<file path="config.mk">
export PLATFORM = sky130hd
export DESIGN_NAME = dyuv_decoder_top
export DESIGN_NICKNAME = d
export VERILOG_FILES = /design/src/source/dyuv_pkg.sv /design/src/source/dyuv_decoder_top.sv /design/src/source/dyuv_pixel_fifo.sv /design/src/source/dyuv_color_stage.sv /design/src/source/dyuv_delta_stage.sv
export SDC_FILE = /design/constraint.sdc
export NUM_CORES = 1
export LEC_CHECK = 0
export BUFFER_PORTS_ARGS = -buffer_cell sky130_fd_sc_hd__buf_2
export CAP_MARGIN = 20
export CORE_MARGIN = 10
export CORE_UTILIZATION = 40
export DETAILED_ROUTE_END_ITERATION = 10
export PLACE_DENSITY = 0.55
export SYNTH_ARGS = -nofsm -noshare
export SYNTH_HDL_FRONTEND = slang
export SYNTH_HIERARCHICAL = 1
export SYNTH_SLANG_ARGS = --single-unit
</file>
<file path="constraint.sdc">
create_clock -name clk -period 20.1 [get_ports clk]
set_clock_uncertainty 0.1 [all_clocks]
set_input_delay 0 -clock clk [delete_from_list [all_inputs] [get_ports clk]]
set_output_delay 0 -clock clk [all_outputs]
set_load 0.05 [all_outputs]
</file>
<file path="src/source/dyuv_pkg.sv">
`default_nettype none

package dyuv_pkg;

    localparam int SAMPLE_W = 8;
    localparam int CODE_W   = 4;
    localparam int COUNT_W  = 9;

    // Color matrix precision, quotient and full product sum
    localparam int RGB_INT_W = 10;
    localparam int RGB_SUM_W = 18;

    localparam int FIFO_DEPTH = 2;

    typedef logic [SAMPLE_W-1:0]        sample_t;
    typedef logic [2*CODE_W-1:0]        delta_byte_t;
    typedef logic [CODE_W-1:0]          delta_code_t;
    typedef logic [COUNT_W-1:0]         word_count_t;
    typedef logic signed [RGB_INT_W-1:0] rgb_int_t;
    typedef logic signed [RGB_SUM_W-1:0] rgb_sum_t;

    typedef logic [$clog2(FIFO_DEPTH)-1:0]   fifo_ptr_t;
    typedef logic [$clog2(FIFO_DEPTH+1)-1:0] fifo_count_t;

    // Bytes per line, normal and st mode
    localparam word_count_t LINE_WORDS_NORMAL = 9'd384;
    localparam word_count_t LINE_WORDS_ST     = 9'd360;

    // Dequantized deltas, added modulo 256
    localparam sample_t DELTA_TABLE [16] = '{
        8'd0,
        8'd1,
        8'd4,
        8'd9,
        8'd16,
        8'd27,
        8'd44,
        8'd79,
        8'd128,
        8'd177,
        8'd212,
        8'd229,
        8'd240,
        8'd247,
        8'd252,
        8'd255
    };

    function automatic sample_t clamp8(input rgb_int_t val);
        sample_t result;
        if (val > 10'sd255) begin
            result = 8'd255;
        end else if (val < 10'sd0) begin
            result = 8'd0;
        end else begin
            result = val[SAMPLE_W-1:0];
        end
        return result;
    endfunction

endpackage

`default_nettype wire
</file>
<file path="src/source/dyuv_decoder_top.sv">
`timescale 1ns/1ps
`default_nettype none

module dyuv_decoder_top (
    input  logic                  clk,
    input  logic                  reset,
    input  logic                  line_start,
    input  logic                  st,
    input  dyuv_pkg::sample_t     start_y,
    input  dyuv_pkg::sample_t     start_u,
    input  dyuv_pkg::sample_t     start_v,
    input  dyuv_pkg::delta_byte_t in_pixel,
    input  logic                  in_write,
    output logic                  in_strobe,
    output dyuv_pkg::sample_t     out_r,
    output dyuv_pkg::sample_t     out_g,
    output dyuv_pkg::sample_t     out_b,
    output logic                  out_write,
    input  logic                  out_strobe
);

    import dyuv_pkg::*;

    // Delta stage to color stage
    sample_t yuv_y;
    sample_t yuv_u;
    sample_t yuv_v;
    logic    yuv_valid;
    logic    yuv_ready;

    // Color stage to output queue
    sample_t rgb_r;
    sample_t rgb_g;
    sample_t rgb_b;
    logic    rgb_valid;
    logic    rgb_ready;

    dyuv_delta_stage u_delta (
        .clk        (clk),
        .reset      (reset),
        .line_start (line_start),
        .st         (st),
        .start_y    (start_y),
        .start_u    (start_u),
        .start_v    (start_v),
        .in_pixel   (in_pixel),
        .in_write   (in_write),
        .in_strobe  (in_strobe),
        .yuv_y      (yuv_y),
        .yuv_u      (yuv_u),
        .yuv_v      (yuv_v),
        .yuv_valid  (yuv_valid),
        .yuv_ready  (yuv_ready)
    );

    dyuv_color_stage u_color (
        .clk       (clk),
        .reset     (reset),
        .yuv_y     (yuv_y),
        .yuv_u     (yuv_u),
        .yuv_v     (yuv_v),
        .yuv_valid (yuv_valid),
        .yuv_ready (yuv_ready),
        .rgb_r     (rgb_r),
        .rgb_g     (rgb_g),
        .rgb_b     (rgb_b),
        .rgb_valid (rgb_valid),
        .rgb_ready (rgb_ready)
    );

    dyuv_pixel_fifo u_fifo (
        .clk        (clk),
        .reset      (reset),
        .rgb_r      (rgb_r),
        .rgb_g      (rgb_g),
        .rgb_b      (rgb_b),
        .rgb_valid  (rgb_valid),
        .rgb_ready  (rgb_ready),
        .out_r      (out_r),
        .out_g      (out_g),
        .out_b      (out_b),
        .out_write  (out_write),
        .out_strobe (out_strobe)
    );

endmodule

`default_nettype wire

</file>
<file path="src/source/dyuv_pixel_fifo.sv">
`timescale 1ns/1ps
`default_nettype none

module dyuv_pixel_fifo (
    input  logic              clk,
    input  logic              reset,
    input  dyuv_pkg::sample_t rgb_r,
    input  dyuv_pkg::sample_t rgb_g,
    input  dyuv_pkg::sample_t rgb_b,
    input  logic              rgb_valid,
    output logic              rgb_ready,
    output dyuv_pkg::sample_t out_r,
    output dyuv_pkg::sample_t out_g,
    output dyuv_pkg::sample_t out_b,
    output logic              out_write,
    input  logic              out_strobe
);

    import dyuv_pkg::*;

    sample_t     mem_r [FIFO_DEPTH];
    sample_t     mem_g [FIFO_DEPTH];
    sample_t     mem_b [FIFO_DEPTH];
    fifo_ptr_t   wr_ptr;
    fifo_ptr_t   rd_ptr;
    fifo_count_t count;
    logic        push;
    logic        pop;

    // Ready depends on occupancy only
    assign rgb_ready = (count != fifo_count_t'(FIFO_DEPTH));
    assign out_write = (count != '0);

    assign push = rgb_valid && rgb_ready;
    assign pop  = out_write && out_strobe;

    // Head entry stays on the port until the consumer takes it
    assign out_r = mem_r[rd_ptr];
    assign out_g = mem_g[rd_ptr];
    assign out_b = mem_b[rd_ptr];

    always_ff @(posedge clk) begin
        if (reset) begin
            wr_ptr <= '0;
            rd_ptr <= '0;
            count  <= '0;
        end else begin
            if (push) begin
                wr_ptr <= wr_ptr + 1'b1;
            end
            if (pop) begin
                rd_ptr <= rd_ptr + 1'b1;
            end
            case ({push, pop})
                2'b10: count <= count + 1'b1;
                2'b01: count <= count - 1'b1;
                default: count <= count;
            endcase
        end
    end

    always_ff @(posedge clk) begin
        if (push) begin
            mem_r[wr_ptr] <= rgb_r;
            mem_g[wr_ptr] <= rgb_g;
            mem_b[wr_ptr] <= rgb_b;
        end
    end

endmodule

`default_nettype wire

</file>
<file path="src/source/dyuv_color_stage.sv">
`timescale 1ns/1ps
`default_nettype none

module dyuv_color_stage (
    input  logic              clk,
    input  logic              reset,
    input  dyuv_pkg::sample_t yuv_y,
    input  dyuv_pkg::sample_t yuv_u,
    input  dyuv_pkg::sample_t yuv_v,
    input  logic              yuv_valid,
    output logic              yuv_ready,
    output dyuv_pkg::sample_t rgb_r,
    output dyuv_pkg::sample_t rgb_g,
    output dyuv_pkg::sample_t rgb_b,
    output logic              rgb_valid,
    input  logic              rgb_ready
);

    import dyuv_pkg::*;

    rgb_sum_t y_term;
    rgb_sum_t u_off;
    rgb_sum_t v_off;
    rgb_sum_t r_sum;
    rgb_sum_t g_sum;
    rgb_sum_t b_sum;
    rgb_int_t r_int;
    rgb_int_t g_int;
    rgb_int_t b_int;
    logic     take;

    assign yuv_ready = !rgb_valid || rgb_ready;
    assign take      = yuv_valid && yuv_ready;

    // Chroma is centered on 128
    assign y_term = rgb_sum_t'({2'b00, yuv_y, 8'h00});
    assign u_off  = rgb_sum_t'({10'd0, yuv_u}) - 18'sd128;
    assign v_off  = rgb_sum_t'({10'd0, yuv_v}) - 18'sd128;

    assign r_sum = y_term + 18'sd351 * v_off;
    assign g_sum = y_term - 18'sd86 * u_off - 18'sd179 * v_off;
    assign b_sum = y_term + 18'sd444 * u_off;

    // Signed divide truncates toward zero
    assign r_int = rgb_int_t'(r_sum / 18'sd256);
    assign g_int = rgb_int_t'(g_sum / 18'sd256);
    assign b_int = rgb_int_t'(b_sum / 18'sd256);

    always_ff @(posedge clk) begin
        if (reset) begin
            rgb_valid <= 1'b0;
        end else if (yuv_ready) begin
            rgb_valid <= yuv_valid;
        end
    end

    // Result register doubles as the back-pressure hold
    always_ff @(posedge clk) begin
        if (take) begin
            rgb_r <= clamp8(r_int);
            rgb_g <= clamp8(g_int);
            rgb_b <= clamp8(b_int);
        end
    end

endmodule

`default_nettype wire

</file>
<file path="src/source/dyuv_delta_stage.sv">
`timescale 1ns/1ps
`default_nettype none

module dyuv_delta_stage (
    input  logic                  clk,
    input  logic                  reset,
    input  logic                  line_start,
    input  logic                  st,
    input  dyuv_pkg::sample_t     start_y,
    input  dyuv_pkg::sample_t     start_u,
    input  dyuv_pkg::sample_t     start_v,
    input  dyuv_pkg::delta_byte_t in_pixel,
    input  logic                  in_write,
    output logic                  in_strobe,
    output dyuv_pkg::sample_t     yuv_y,
    output dyuv_pkg::sample_t     yuv_u,
    output dyuv_pkg::sample_t     yuv_v,
    output logic                  yuv_valid,
    input  logic                  yuv_ready
);

    import dyuv_pkg::*;

    typedef enum logic [1:0] {
        IDLE,
        STATE_UY,
        STATE_VY,
        FLUSH
    } state_t;

    state_t      state;
    word_count_t word_count;
    logic [1:0]  fill;
    logic        flush_last;

    // Running values, newest and the one before it
    sample_t y_new;
    sample_t y_prev;
    sample_t u_new;
    sample_t u_prev;
    sample_t v_new;

    logic        slot_free;
    logic        line_active;
    logic        accept;
    logic        flush_step;
    logic        step;
    logic        odd_step;
    logic        emit;
    delta_code_t luma_code;
    delta_code_t chroma_code;
    sample_t     y_delta;
    sample_t     c_delta;
    sample_t     y_next;
    sample_t     c_next;
    logic [8:0]  u_sum;
    logic [8:0]  v_sum;
    sample_t     pix_u;
    sample_t     pix_v;

    assign slot_free   = !yuv_valid || yuv_ready;
    assign line_active = (state == STATE_UY) || (state == STATE_VY);

    assign in_strobe  = line_active && (word_count != '0) && slot_free && !line_start;
    assign accept     = in_write && in_strobe;
    assign flush_step = (state == FLUSH) && slot_free && !line_start;

    // A flush step acts as a byte of zero deltas
    assign step     = accept || flush_step;
    assign odd_step = (state == STATE_VY) || ((state == FLUSH) && flush_last);

    // First pixel leaves with the third byte
    assign emit = step && fill[1];

    assign luma_code   = in_pixel[CODE_W-1:0];
    assign chroma_code = in_pixel[2*CODE_W-1:CODE_W];

    assign y_delta = (state == FLUSH) ? '0 : DELTA_TABLE[luma_code];
    assign c_delta = (state == FLUSH) ? '0 : DELTA_TABLE[chroma_code];
    assign y_next  = y_new + y_delta;
    assign c_next  = (odd_step ? v_new : u_new) + c_delta;

    // Odd pixels average the chroma pairs on either side
    assign u_sum = {1'b0, u_prev} + {1'b0, u_new};
    assign v_sum = {1'b0, v_new} + {1'b0, c_next};
    assign pix_u = odd_step ? u_sum[8:1] : u_new;
    assign pix_v = odd_step ? v_sum[8:1] : v_new;

    always_ff @(posedge clk) begin
        if (reset) begin
            state      <= IDLE;
            word_count <= '0;
            fill       <= '0;
            flush_last <= 1'b0;
        end else if (line_start) begin
            state      <= STATE_UY;
            word_count <= st ? LINE_WORDS_ST : LINE_WORDS_NORMAL;
            fill       <= '0;
            flush_last <= 1'b0;
        end else if (step) begin
            fill <= {fill[0], 1'b1};
            case (state)
                STATE_UY: begin
                    state <= STATE_VY;
                end
                STATE_VY: begin
                    // Last byte of the line is always a V/Y byte
                    if (word_count == word_count_t'(1)) begin
                        state <= FLUSH;
                    end else begin
                        state <= STATE_UY;
                    end
                end
                FLUSH: begin
                    flush_last <= 1'b1;
                    if (flush_last) begin
                        state <= IDLE;
                    end
                end
                default: begin
                    state <= IDLE;
                end
            endcase
            if (accept) begin
                word_count <= word_count - 1'b1;
            end
        end
    end

    always_ff @(posedge clk) begin
        if (line_start) begin
            y_new  <= start_y;
            y_prev <= start_y;
            u_new  <= start_u;
            u_prev <= start_u;
            v_new  <= start_v;
        end else if (step) begin
            y_prev <= y_new;
            y_new  <= y_next;
            if (odd_step) begin
                v_new <= c_next;
            end else begin
                u_prev <= u_new;
                u_new  <= c_next;
            end
        end
    end

    // Output slot keeps a pending pixel across a line restart
    always_ff @(posedge clk) begin
        if (reset) begin
            yuv_valid <= 1'b0;
        end else if (slot_free) begin
            yuv_valid <= emit;
        end
    end

    always_ff @(posedge clk) begin
        if (emit) begin
            yuv_y <= y_prev;
            yuv_u <= pix_u;
            yuv_v <= pix_v;
        end
    end

endmodule

`default_nettype wire

</file>
==> impl_results.md, run 1 <==
* Share of synthesized flip-flops with an asynchronous set or reset at 0
* Clk sinks at ~160
* Synth cell types at 93
* Max Root-Sink Buffers at 2
* Syn_area_per_cell at 10.0 µm²
* R2R Path End: u_color/rgb_g[4]
* Fmax at 100 MHz
* CP arrival at 10060 ps
* EDFF count, synth at 136
* Outcome: finished clean
* Area grow syn2layout at 11.4%
* Worst-margin pin slew at 900 ps
* Core Area at 0.0389 mm²
* Die area at 0.0481 mm²
* Crit-path slowest cell: edfxtp_1
* Total iterations of the first detailed-routing run at 5
* Initial antenna violation count at 0
* Placed Cells at between 2000 and 2500
* Startpoint Class: flip-flop
* Nets@finish at just over 2000
* Placed cell areas at 0.0168 mm²
* # DRC at 0
* Simple-Gate Fraction of Synth Area at 0.105
* Most common cell on crit path: inv_1
* CTS tree: yes
* Initial DRC count at 446
* R2R setup slack at 10100 ps
* Die Wd at 219 µm
* Syn nets at 1962
* Final instance area at 0.0177 mm²
* Leakage at 7.90 nW
* Vias in the first global route at about 11000
* HPWL Detailed at 26900 µm
* CTS root buf: clkbuf_16
* Starting density of the core at 0.408
* CP Capture Type: flip-flop
* First-pass GRT wire length at 55400 µm
* RSZ-0062 raised after global routing: false
* Pwr/cell area at 47.3 mW/mm²
* Worst Path Required at 20160 ps
* FP Rows at 72
* Die height at about 220 µm
* PortBufs at 63
* GRT Util Overall at 0.142
* Hold Path Class: input pin to flip-flop
* Sequential share of the synthesized area at 0.284
* Cell family with most CP delay: adder cells
* Post-Synth XOR/XNOR Area at 0.0587
* Multiplexer share of the synthesized area at 0.0291
* Buf/Inv on CP at 7
* Setup TNS Final at 0 ps
* Clk_lat worst skew at around 440 ps
* Post-synth top flop: edfxtp_1
* Slew margin rel. at 0.392
* Critical R2R Launch: u_delta/yuv_u[7]
* Largest family of logic cells by synthesized area: adder cells
* Final setup violation count at 0
* Non-Filler Instances at between 2000 and 2500
* Dpl ws at 10090 ps
* H-Tree Depth at 4
* Reg2reg path depth at 34
* WHS Endpoint: u_delta/y_new[1]
* Final-layout fill cell count at 3731
* Hold Path Stages at 4
* Crit path launch: u_delta/yuv_u[7]
* Post-Synth Adder-Cell Area at 0.321
* Setup slack after layout at 10100 ps
* Synth Register Bits at 157
* Final ANT Viol Nets at 0
* Crit-path max cell delay at about 900 ps
* Vias at between 10000 and 15000
* # diodes at 0
* Worst-path maximum fanout at 16
* Largest net degree at the start of global routing at 67
* Max Transition Viols Final at 0
* Mapped Cells at 1583
* Gpl congestion at 0.871
* Vias/cell at just over 5
* Cell Area, Synth at 0.0159 mm²
* Clk slew on worst S/H paths at around 60 ps
* Overflow after GRT at 0
* Share of cells above drive strength 1 at 0.101
* Crit Path Category: flip-flop to flip-flop
* Most frequent cells in the layout: inv_1, ha_1, edfxtp_1
* Routed wire length at roughly 33000 µm
* # IOs at 64
* Final Hold Vio Count at 0
* Total CTS buffers at 17
* Wirelength per Cell at about 15 µm
* Yosys warning count at 6
* Peak supply drop at 0.0599 mV
* Tot Pwr at 0.000836 W
* Compound-cell area share of the yosys netlist at 0.129
* Maxcap violations at 0
* Crit path time final at ~10000 ps
* Most common cell after layout, fill and taps aside: inv_1
* Final Cycle Share at 0.498
* Hold_sp: in_pixel[2]
## stage by stage
stage	hold slack (ps)	util
after floorplan	-30.9	-
after global placement	171	0.431
after detailed placement	177	0.432
after CTS	109	0.453
after global routing	164	0.455
final	142	0.455
## report_power, final
part	internal, W	leakage (nW)	switching (W)
Combinational	0.0000647	6.21	0.0000824
Clock	0.000182	0.257	0.000128
Sequential	0.000369	1.43	0.00000971
## Yosys cell counts (5+ instances only)
library cell / number / share of area
inv_1: 281 / 0.066
ha_1: 230 / 0.18
edfxtp_1: 136 / 0.26
fa_1: 111 / 0.14
a21oi_1: 94 / 0.030
nand2_1: 91 / 0.022
nor2_1: 80 / 0.019
o21ai_0: 73 / 0.023
xnor2_1: 69 / 0.038
mux2_2: 33 / 0.023
xor2_1: 30 / 0.017
nor3_1: 28 / 0.0088
dfxtp_1: 21 / 0.026
a21o_1: 19 / 0.0090
clkbuf_1: 19 / 0.0045
nor2b_1: 19 / 0.0075
nand3_1: 15 / 0.0047
a211oi_1: 14 / 0.0066
o21a_1: 13 / 0.0061
nand2b_1: 11 / 0.0043
nand4_1: 10 / 0.0039
or2_2: 10 / 0.0039
mux2i_1: 9 / 0.0057
o31ai_1: 9 / 0.0043
o21bai_1: 8 / 0.0038
a31oi_1: 7 / 0.0028
and3_1: 7 / 0.0028
buf_2: 6 / 0.0019
o211ai_1: 6 / 0.0028
o21ai_1: 6 / 0.0019
or3_1: 6 / 0.0024
and2_1: 5 / 0.0020
nor3b_1: 5 / 0.0024
## worst register-to-register path, delay by kind of cell (launching register included)
family | cells | cell delay, ps
fa+ha+maj | 11 | 4750
compound gates | 8 | 1500
simple gates | 5 | 1170
flops | 1 | 880
buf+inv | 7 | 680
xor+xnor | 3 | 630
## sequential cells by signal (all words and copies together) (netlist names), 2 cells and up, named ones only
register / count
u_color/rgb_b: 8
u_color/rgb_g: 8
u_color/rgb_r: 8
u_delta/fill: 2
u_delta/state: 2
u_delta/u_new: 8
u_delta/u_prev: 8
u_delta/v_new: 8
u_delta/word_count: 9
u_delta/y_new: 8
u_delta/y_prev: 8
u_delta/yuv_u: 8
u_delta/yuv_v: 8
u_delta/yuv_y: 8
u_fifo/count: 2
u_fifo/mem_b: 16
u_fifo/mem_g: 16
u_fifo/mem_r: 16
## layer usage
layer / wire [µm] / global-route usage / up-vias / part of all wire
met5: 0 / 0 / - / 0
met4: 493 / 0.0386 / 0 / 0.015
met3: 938 / 0.0245 / 24 / 0.029
met2: 15400 / 0.235 / 139 / 0.47
met1: 15900 / 0.188 / 5349 / 0.49
li1: - / - / 5611 / -
## logic make-up (layout without fill, tap and decap cells)
| group | count (synthesis) | count (layout) |
|---|---|---|
| adders and majority gates | 341 | 341 |
| DFF | 157 | 157 |
| buffers and inverters | 309 | 413 |
| xor gates and xnor gates | 103 | 103 |
| AOI/OAI and AO/OA | 311 | 311 |
| and+or+nand+nor | 320 | 320 |
| muxes | 42 | 42 |
## worst max-delay path by stage
| stage | end | depth (start not counted) | slack [ps] |
|---|---|---|---|
| after floorplan | u_color/rgb_g[2] | 35 | 10850 |
| after global placement | u_color/rgb_g[6] | 34 | 10360 |
| after detailed placement | u_color/rgb_g[4] | 34 | 10090 |
| after CTS | u_color/rgb_g[4] | 34 | 10080 |
| after global routing | u_color/rgb_g[4] | 34 | 9420 |
| final | u_color/rgb_g[4] | 34 | 10100 |
## area by class of cell
cell class	instances	area (µm²)	area share
clock buffers	22	444	0.0251
clock inverters	10	116	0.00658
inverters	282	1060	0.0598
multi-input cells	1117	10200	0.577
flip-flops and latches	157	4500	0.255
well taps	518	648	0.0366
repair buffers	99	713	0.0403
## timing repair
item,in CTS,in global routing
endpoints found under the hold margin,60,0
setup buffers,0,0
gates resized for setup,0,0
hold buffers,28,0
(Power assumes the default switching activity.)
==> run 2: changes to the inputs <==
- clock period: 20.1 -> 9.63 ns (I/O delays scaled with it)
==> run 2 against run 1 <==
Fmax is 11% higher. Register-to-register slack got worse by 9500 ps. Final area up 0.62%. Wire length is 0.32% higher. Flip-flop and latch count unchanged. Critical path depth is 2 higher. Via count shrank 0.26%. Clock power grew 100%. First-iteration DRC count up 28%. Power increased by 110%. Cell count is 0.54% higher. Critical path type unchanged. Highest routed layer unchanged.
==> impl_results.md, run 2 (synthesis results as in run 1) <==
* RSZ-0062 raised after global routing: false
* # IOs at 64 (unchanged)
* Initial antenna violation count at 0 (unchanged)
* Worst-path maximum fanout at 7 (-9)
* Gpl congestion at 0.874 (+0.39%)
* Crit-path slowest cell: fa_1
* Max Root-Sink Buffers at 2 (unchanged)
* Final instance area at 0.0178 mm² (+0.62%)
* Hold Path Stages at 4 (unchanged)
* R2R setup slack at 630 ps (-9470 ps)
* H-Tree Depth at 4 (unchanged)
* Total CTS buffers at 17 (unchanged)
* Placed cell areas at 0.0168 mm² (+0.13%)
* Fmax at 111 MHz (+11%)
* Setup TNS Final at 0 ps (unchanged)
* Core Area at 0.0389 mm² (unchanged)
* Pwr/cell area at 97.2 mW/mm² (+110%)
* Routed wire length at 32900 µm (+0.32%)
* Buf/Inv on CP at 7 (unchanged)
* CTS root buf: clkbuf_16
* Die height at 219 µm (unchanged)
* Hold Path Class: input pin to flip-flop
* Share of cells above drive strength 1 at 0.111 (+0.00929)
* # diodes at 0 (unchanged)
* Largest net degree at the start of global routing at 67 (unchanged)
* Wirelength per Cell at 14.8 µm (-0.23%)
* Final ANT Viol Nets at 0 (unchanged)
* Vias at 11100 (-0.26%)
* Startpoint Class: flip-flop
* Worst-margin pin slew at 817 ps (-83.0 ps)
* Most frequent cells in the layout: inv_1, ha_1, edfxtp_1
* Initial DRC count at 569 (+28%)
* Leakage at 7.97 nW (+0.85%)
* Crit-path max cell delay at 540 ps (-340 ps)
* Worst Path Required at 9710 ps (-10450 ps)
* Total iterations of the first detailed-routing run at 4 (-1)
* CP Capture Type: flip-flop
* Peak supply drop at 0.132 mV (+120%)
* Final setup violation count at 0 (unchanged)
* Nets@finish at 2065 (+0.58%)
* Overflow after GRT at 0 (unchanged)
* Most common cell after layout, fill and taps aside: inv_1
* Fin util at 0.457 (+0.00280)
* Hold Slack at 133 ps (-8.43 ps)
* Outcome: finished clean
* Reg2reg path depth at 36 (+5.9%)
* CP arrival at 9080 ps (-980 ps)
* Crit path time final at 9000 ps (-1000 ps)
* Tot Pwr at 0.00173 W (+110%)
* Final Hold Vio Count at 0 (unchanged)
* CTS tree: yes
* # DRC at 0 (unchanged)
* Crit Path Category: flip-flop to flip-flop
* Vias in the first global route at 11300 (+1.1%)
* Max Transition Viols Final at 0 (unchanged)
* Slew margin rel. at 0.448 (+0.0560)
* PortBufs at 63 (unchanged)
* Clk sinks at 157 (unchanged)
* Starting density of the core at 0.408 (unchanged)
* FP Rows at 72 (unchanged)
* Die Wd at 219 µm (unchanged)
* CP Depth at 36 (+5.9%)
* Maxcap violations at 0 (unchanged)
* Clk_lat worst skew at 440 ps (about the same)
* Final Cycle Share at 0.934 (+0.437)
* Cell family with most CP delay: adder cells
* Largest regs: u_fifo/mem_b x16, u_fifo/mem_g x16, u_fifo/mem_r x16
* GRT Util Overall at 0.142 (+0.000151)
* Area grow syn2layout at 12.1%
* First-pass GRT wire length at 55800 µm (+0.71%)
* HPWL Detailed at 27100 µm (+0.63%)
* Vias/cell at 5.00 (-0.80%)
* Clk slew on worst S/H paths at 70 ps (about the same)
* Die area at 0.0481 mm² (unchanged)
-- run 2: cell types whose count changed in the layout (fill, tap and decap cells not counted), sizes merged --
cell and change:
inv +2, buf +12, clkinvlp -1, clkbuf -3
clkinv +3, bufinv -1
-- run 2: where the power goes --
group | internal [W] | switching [W] | leakage, nW
logic | 0.000135 | 0.000171 | 6.28
clock network | 0.000355 | 0.000279 | 0.255
registers | 0.000769 | 0.0000196 | 1.43
total | 0.00126 | 0.000470 | 7.97
-- run 2: what timing repair did --
item / 4_1_cts / 5_1_grt
buffers inserted: 0 / 9
resized for setup: 0 / 6
hold buffers: 28 / 0
endpoints found under the setup margin: 0 / 8
hold endpoints to repair: 60 / 0
-- run 2: final timing paths --
kind / from / endpoint
worst min register to register: u_delta/y_prev[5] / u_delta/yuv_y[5]
worst max-delay path: u_delta/yuv_u[3] / u_color/rgb_g[5]
worst max register to register: u_delta/yuv_u[3] / u_color/rgb_g[5]
worst min-delay path: line_start / u_delta/word_count[8]
-- run 2: layer usage --
metal / vias to the layer above / GRT usage / routed length, µm
met3: 24 / 0.0227 / 891
li1: 5637 / - / -
met2: 120 / 0.239 / 15500
met1: 5313 / 0.187 / 16000
met4: 0 / 0.0359 / 445
met5: - / 0 / 0
-- run 2: worst min-delay path, stage by stage --
cell	delay [ps]
buf_2	90
buf_4	310
nor2_1	170
nor3_1	50
-- run 2: per-stage QoR --
stage	std cells	setup WS (ps)
2_1_floorplan	1583	381
3_3_place_gp	2145	524
3_5_place_dp	2146	298
4_1_cts	2206	254
5_1_grt	2217	34.0
6_report	2217	631
-- run 2: layout make-up --
class | count | area, µm²
fillers | 3701 | 21100
multi-input cells | 1117 | 10200
flip-flops and latches | 157 | 4500
inverters | 282 | 1060
repair buffers | 111 | 803
well taps | 518 | 648
clock buffers | 19 | 433
clock inverters | 13 | 116
